### config.mk
export PLATFORM = sky130hd
export DESIGN_NAME = fir_coeff_regs
export DESIGN_NICKNAME = d
export VERILOG_FILES = /design/src/fir_pkg.sv /design/src/fir_coeff_regs.sv
export SDC_FILE = /design/constraint.sdc
export NUM_CORES = 1
export LEC_CHECK = 0
export BUFFER_PORTS_ARGS = -buffer_cell sky130_fd_sc_hd__clkbuf_2
export CELL_PAD_IN_SITES_DETAIL_PLACEMENT = 2
export CELL_PAD_IN_SITES_GLOBAL_PLACEMENT = 2
export CORE_MARGIN = 4
export CORE_UTILIZATION = 31
export DETAILED_ROUTE_END_ITERATION = 6
export PLACE_DENSITY = 0.89
export SKIP_LAST_GASP = 1
export SYNTH_ARGS = -nofsm -noshare
export SYNTH_HDL_FRONTEND = slang
export SYNTH_SLANG_ARGS = --single-unit
export TNS_END_PERCENT = 5
### constraint.sdc
create_clock -name clk -period 2.8 [get_ports clk]
set_input_delay 0.28 -clock clk [delete_from_list [all_inputs] [get_ports clk]]
set_output_delay 0.28 -clock clk [all_outputs]
set_load 0.05 [all_outputs]
### src/fir_pkg.sv
/*
 Widths, latencies, types and the register map of the symmetric FIR.
 Coefficients share the sample width. All sums wrap at DATA_W bits.
*/
package fir_pkg;

	// ************************************************************************
	// Datapath sizes
	// ************************************************************************
	localparam int DATA_W = 18;
	localparam int NUM_TAPS = 10;
	// Symmetric filter, one coefficient per tap pair
	localparam int NUM_UNIQ = 5;
	// Full signed product of two samples
	localparam int PROD_W = 36;
	// Product normalization, keeps bits 34 down to 17
	localparam int SCALE_SHIFT = 17;
	// Pre-add, multiply, three tree levels, output register
	localparam int MAC_LAT = 6;

	// Register block bus widths
	localparam int AXI_ADDR_W = 5;
	localparam int AXI_DATA_W = 32;

	typedef logic signed [DATA_W-1:0] sample_t;
	// Tap 0 is the newest sample
	typedef sample_t tap_array_t [NUM_TAPS];
	typedef sample_t coeff_array_t [NUM_UNIQ];

	// Coefficients 0 to 4 after reset
	localparam coeff_array_t COEFF_RESET = '{18'sd88, 18'sd0, -18'sd97, -18'sd197, -18'sd294};

	// ************************************************************************
	// Register map and responses
	// ************************************************************************
	// Coefficient k at byte offset 4k from here
	localparam logic [AXI_ADDR_W-1:0] COEFF_BASE_ADDR = 5'h00;
	localparam logic [1:0] RESP_OKAY = 2'b00;
	localparam logic [1:0] RESP_SLVERR = 2'b10;

endpackage

### src/fir_coeff_regs.sv
`timescale 1ns/1ns
/*
 AXI4-Lite slave with five coefficient words from offset 0x00. Strobes are ignored
 and a write replaces the whole word. Misaligned or out-of-range offsets get SLVERR.
 Coefficients should only change while no valid sample is inside the filter.
*/
module fir_coeff_regs (
	input  logic                           clk,
	input  logic                           reset,
	// Write address and data
	input  logic                           i_awvalid,
	input  logic [fir_pkg::AXI_ADDR_W-1:0] i_awaddr,
	input  logic                           i_wvalid,
	input  logic [fir_pkg::AXI_DATA_W-1:0] i_wdata,
	// Byte lanes not supported, full-word writes only
	input  logic [3:0]                     i_wstrb,
	input  logic                           i_bready,
	// Read address
	input  logic                           i_arvalid,
	input  logic [fir_pkg::AXI_ADDR_W-1:0] i_araddr,
	input  logic                           i_rready,
	output logic                           o_awready,
	output logic                           o_wready,
	output logic                           o_bvalid,
	output logic [1:0]                     o_bresp,
	output logic                           o_arready,
	output logic                           o_rvalid,
	output logic [fir_pkg::AXI_DATA_W-1:0] o_rdata,
	output logic [1:0]                     o_rresp,
	// Live coefficients to the multipliers
	output fir_pkg::coeff_array_t          o_coeffs
);

	// Word-aligned offset inside the coefficient window
	function automatic logic addr_ok(input logic [fir_pkg::AXI_ADDR_W-1:0] addr);
		logic [fir_pkg::AXI_ADDR_W-1:0] offs;
		offs = addr - fir_pkg::COEFF_BASE_ADDR;
		return (offs[1:0] == 2'b00) && (offs[fir_pkg::AXI_ADDR_W-1:2] < fir_pkg::NUM_UNIQ);
	endfunction

	// Coefficient number from byte offset
	function automatic logic [fir_pkg::AXI_ADDR_W-3:0] addr_idx(
		input logic [fir_pkg::AXI_ADDR_W-1:0] addr
	);
		logic [fir_pkg::AXI_ADDR_W-1:0] offs;
		offs = addr - fir_pkg::COEFF_BASE_ADDR;
		return offs[fir_pkg::AXI_ADDR_W-1:2];
	endfunction

	fir_pkg::coeff_array_t coeffs_q;
	fir_pkg::sample_t rd_coeff;
	logic wr_fire;
	logic rd_fire;
	logic wr_ok;
	logic rd_ok;
	logic [fir_pkg::AXI_ADDR_W-3:0] wr_idx;
	logic [fir_pkg::AXI_ADDR_W-3:0] rd_idx;

	// ************************************************************************
	// Handshakes
	// ************************************************************************
	// Address and data taken together, only with no response outstanding
	assign wr_fire = i_awvalid && i_wvalid && !o_bvalid;
	assign o_awready = wr_fire;
	assign o_wready = wr_fire;
	// One read at a time
	assign rd_fire = i_arvalid && !o_rvalid;
	assign o_arready = rd_fire;

	// Decode
	assign wr_ok = addr_ok(i_awaddr);
	assign wr_idx = addr_idx(i_awaddr);
	assign rd_ok = addr_ok(i_araddr);
	assign rd_idx = addr_idx(i_araddr);
	// Bad read offset returns zero
	assign rd_coeff = rd_ok ? coeffs_q[rd_idx] : '0;

	// Coefficient store, low DATA_W bits of the write word
	always_ff @(posedge clk or posedge reset) begin
		if (reset) begin
			coeffs_q <= fir_pkg::COEFF_RESET;
		end else if (wr_fire && wr_ok) begin
			coeffs_q[wr_idx] <= i_wdata[fir_pkg::DATA_W-1:0];
		end
	end

	// Response valids, held until the master is ready
	always_ff @(posedge clk or posedge reset) begin
		if (reset) begin
			o_bvalid <= 1'b0;
			o_rvalid <= 1'b0;
		end else begin
			if (wr_fire) begin
				o_bvalid <= 1'b1;
			end else if (i_bready) begin
				o_bvalid <= 1'b0;
			end
			if (rd_fire) begin
				o_rvalid <= 1'b1;
			end else if (i_rready) begin
				o_rvalid <= 1'b0;
			end
		end
	end

	// Response payload, loaded at acceptance only
	always_ff @(posedge clk) begin
		if (wr_fire) begin
			o_bresp <= wr_ok ? fir_pkg::RESP_OKAY : fir_pkg::RESP_SLVERR;
		end
		if (rd_fire) begin
			// Sign-extend to the bus width
			o_rdata <= {{(fir_pkg::AXI_DATA_W - fir_pkg::DATA_W){rd_coeff[fir_pkg::DATA_W-1]}},
				rd_coeff};
			o_rresp <= rd_ok ? fir_pkg::RESP_OKAY : fir_pkg::RESP_SLVERR;
		end
	end

	assign o_coeffs = coeffs_q;

	// Stalled write response stays up with the same code
	assert property (@(posedge clk) disable iff (reset)
		o_bvalid && !i_bready |=> o_bvalid && $stable(o_bresp));

	// Stalled read response keeps data and code
	assert property (@(posedge clk) disable iff (reset)
		o_rvalid && !i_rready |=> o_rvalid && $stable(o_rdata) && $stable(o_rresp));

endmodule

==> results_tabular.tex <==
\begin{tabular}{lr}
\hline
Metric & Value \\
\hline
\multicolumn{2}{l}{\textbf{Outcome}} \\
\quad Status & finished, final reports clean \\
\multicolumn{2}{l}{\textbf{Synth}} \\
\quad Distinct cell type count after synthesis & 32 \\
\quad Number of instances in the synthesized netlist & 354 \\
\quad Ys async rst share & 82.14\% \\
\quad Area fraction in compound gates after synthesis & 4.503\% \\
\quad Register bit count reported by yosys & 112 \\
\quad Area share of fa/ha/maj cells after synthesis & 0\% \\
\quad Summed instance area of the synthesized netlist & around 0.0051 mm2 \\
\quad Simple-gate share of the synthesized area & between 4 and 5\% \\
\quad Dominant register cell in the synthesized netlist & dfstp\_2 \\
\quad Number of synthesized flops with an enable pin & 20 \\
\quad Share of synthesized area spent on multiplexers & 27.31\% \\
\quad Post-Syn Area per Cell & 14.29 um2 \\
\quad Main combinational cell family by area after synthesis & multiplexers \\
\quad XOR/XNOR share of the synthesized area & 0\% \\
\quad Synthesis warning total & 0 \\
\quad Sequential area share after synthesis & 58.58\% \\
\multicolumn{2}{l}{\textbf{Route}} \\
\quad Vias & 3524 \\
\quad Routed wirelength normalized by instance count & 21.55 um \\
\quad Number of DRC markers in iteration 0 & 137 \\
\quad Routed via count divided by cell count & 4.861 \\
\quad Post-detailed-route count of antenna-violating nets & 0 \\
\quad DRC Markers & 0 \\
\quad Number of iterations in the first detailed-routing pass & 4 \\
\quad Total wire length & 15620 um \\
\multicolumn{2}{l}{\textbf{CTS}} \\
\quad Post-CTS setup buffer count & 0 \\
\quad \# resized after CTS & 0 \\
\quad TritonCTS buffer count & 9 \\
\quad CTS tree & yes \\
\quad Clk pin slew, worst setup/hold paths & 80 ps \\
\quad Deepest level of the CTS H-tree & 3 \\
\quad Clock root buffer master & clkbuf\_16 \\
\quad Clock insertion delay at the later pin of the skew report & 350 ps \\
\quad Number of sinks driven by the clock tree & 112 \\
\quad Largest buffer count on any clock path & 2 \\
\quad Hold Buf Count CTS & 0 \\
\multicolumn{2}{l}{\textbf{Die}} \\
\quad Die width & $\sim$140 um \\
\quad Number of placement rows & 46 \\
\quad I/O pin count & between 150 and 200 \\
\quad DIE HEIGHT & 135.7 um \\
\quad Die Outline Area & 0.01842 mm2 \\
\quad Core region area & approximately 0.016 mm2 \\
\quad Starting utilization of the core area & 31.72\% \\
\multicolumn{2}{l}{\textbf{Timing}} \\
\quad Final setup violating endpoints & 0 \\
\quad Setup repair after global routing missed its margin & false \\
\quad Final max-slew violation count & 0 \\
\quad Share of the cycle needed by the critical path after routing & 76.01\% \\
\quad Fmax & 0.4699 GHz \\
\quad Worst Skew & 7.093 ps \\
\quad Total count of hold-check failures in the final report & 0 \\
\quad Total Negative Setup Slacks & 0 ps \\
\quad Worst Tran Pin Value & 798.9 ps \\
\quad Worst Hold Margin & around 22 ps \\
\quad Min Clock Period, post-route & 2128 ps \\
\quad Slew headroom & 46.74\% \\
\multicolumn{2}{l}{\textbf{Worst setup path}} \\
\quad Nature of the critical path startpoint & register \\
\quad Data arrival at the endpoint of the critical path & about 2400 ps \\
\quad Largest driver fanout on the critical path & 18 \\
\quad Required time at the worst-slack endpoint & 3030 ps \\
\quad CP Class & reg2reg \\
\quad Critical Path Sink Type & register \\
\multicolumn{2}{l}{\textbf{GRT}} \\
\quad Total routing usage reported by global routing & 17.08\% \\
\quad Maximum number of pins on one net before global-route repair & 49 \\
\quad Number of antenna violations at the first check in global routing & 0 \\
\quad Global-route wire length before repair & 23790 um \\
\quad Number of global-route vias before repair & a little over 4000 \\
\quad Remaining Overflow, GRT & 0 \\
\multicolumn{2}{l}{\textbf{Flow run}} \\
\quad Max-cap violations & 0 \\
\multicolumn{2}{l}{\textbf{Power}} \\
\quad Worst IR Drop VDD & 0.3014 mV \\
\quad Leakage component of the power & 3.036 nW \\
\quad P per Cell Area & 748.0 mW/mm2 \\
\multicolumn{2}{l}{\textbf{Layout}} \\
\quad Number of nets in the finished design & 557 \\
\quad Post-route cell area & 0.006327 mm2 \\
\quad Syn-to-layout area delta & 25.11\% \\
\quad Layout filler cell count & approximately 1700 \\
\quad N\_diodes & 0 \\
\quad Ratio of cells with drive above 1 in the final layout & roughly 67\% \\
\quad Post-route core utilization & 39.69\% \\
\quad Final Non-Filler Cells & 725 \\
\multicolumn{2}{l}{\textbf{Placement}} \\
\quad Placed Area & 0.005997 mm2 \\
\quad \# placed instances & 709 \\
\quad Routability congestion estimate & 0.7468 \\
\quad HPWL after detailed placement & between 10000 and 15000 um \\
\quad Number of port buffers & roughly 160 \\
\multicolumn{2}{l}{\textbf{Min path}} \\
\quad Worst min-delay path class & in2async \\
\hline
\end{tabular}
==> layout make-up <==
| cell class | count | area (um2) | share of cell area [%] |
|---|---|---|---|
| clock inverters | 6 | 91.34 | 1.444 |
| clock buffers | 10 | 239.0 | 3.777 |
| repair buffers | 172 | 895.9 | 14.16 |
| well taps | 216 | 270.3 | 4.271 |
| flip-flops and latches | 112 | 2963 | 46.83 |
| multi-input cells | 206 | 1856 | 29.33 |
| inverters | 3 | 12.51 | 0.1977 |
==> registers in the layout, indices dropped and copies added, names as in the netlist <==
name,count
o_coeffs,90
o_rresp,1
o_bresp,1
o_rdata,18
o_bvalid,1
o_rvalid,1
==> cell usage in the layout (no fill, tap or decap), drive strengths merged <==
cell	Yosys	final
a2111o	1	1
a21oi	18	18
a31oi	2	2
and4b	1	1
buf	29	9
bufinv	0	2
clkbuf	5	173
clkinv	0	4
conb	1	2
dfrtp	44	44
dfstp	48	48
edfxtp	20	20
inv	3	3
mux2	92	92
mux2i	30	30
mux4	2	2
nand2	3	3
nand2b	1	1
nand3	2	2
nand3b	4	4
nor2	21	21
nor2b	4	4
nor3	3	3
nor3b	1	1
o21ai	4	4
o22ai	15	15
==> synthesized netlist by cell type (3+ instances only) <==
cell type / number / area [um2]
edfxtp_1: 20 / 600.6
buf_4: 18 / 135.1
o21ai_0: 4 / 20.02
buf_2: 7 / 35.03
clkbuf_1: 4 / 15.01
dfstp_2: 48 / 1261
a21oi_1: 18 / 90.09
dfrtp_1: 44 / 1101
o22ai_1: 15 / 93.84
mux2i_1: 30 / 300.3
nor2_1: 21 / 78.83
nor2b_1: 4 / 25.02
mux2_2: 92 / 1036
buf_6: 3 / 33.78
inv_1: 3 / 11.26
==> cell families after synthesis <==
logic type	count (synthesis)
AOI/OAI and AO/OA	40
buffers and inverters	37
DFF	112
muxes	124
other	1
and+or+nand+nor	40
==> path summary, 6_finish.rpt <==
kind / start / to / slack, ps / cells after the start
setup / recovery: o_bvalid / o_coeffs[0] / 670 / 4
hold / removal: reset / o_coeffs[84] / 20 / 2
setup reg to reg: o_bvalid / o_coeffs[0] / 670 / 4
hold reg to reg: o_rvalid / o_rvalid / 530 / 1
max in group asynchronous: reset / o_coeffs[76] / 2000 / 3
min in group clk: i_rready / o_rvalid / 100 / 2
==> report_power, final <==
group | leakage, nW | internal [mW] | switching [mW]
combinational | 1.59 | 0.317 | 0.952
clock | 0.163 | 0.815 | 0.607
sequential | 1.28 | 1.90 | 0.147
total | 3.04 | 3.03 | 1.71
==> critical path, cell delays in order (launching register included) <==
cell,delay (ps)
dfrtp_1,400
nand3b_4,200
nor3_4,260
nand3_2,610
mux2_2,530
==> metrics by stage <==
| stage | power [mW] | setup WS (ps) |
|---|---|---|
| floorplan | 3.010 | 207.5 |
| global placement | 3.295 | 748.5 |
| detailed placement | 3.359 | 670.0 |
| CTS | 4.807 | 653.9 |
| global route | 4.940 | 635.5 |
| finish | 4.733 | 671.8 |
==> layer usage <==
| layer | global-route usage, % | share of wire (%) |
|---|---|---|
| met5 | 0 | 0 |
| met4 | 4.871 | 0.92 |
| met3 | 3.380 | 5.2 |
| met2 | 32.69 | 55 |
| met1 | 19.06 | 39 |
Note: power is estimated with default switching activity, not from simulation.
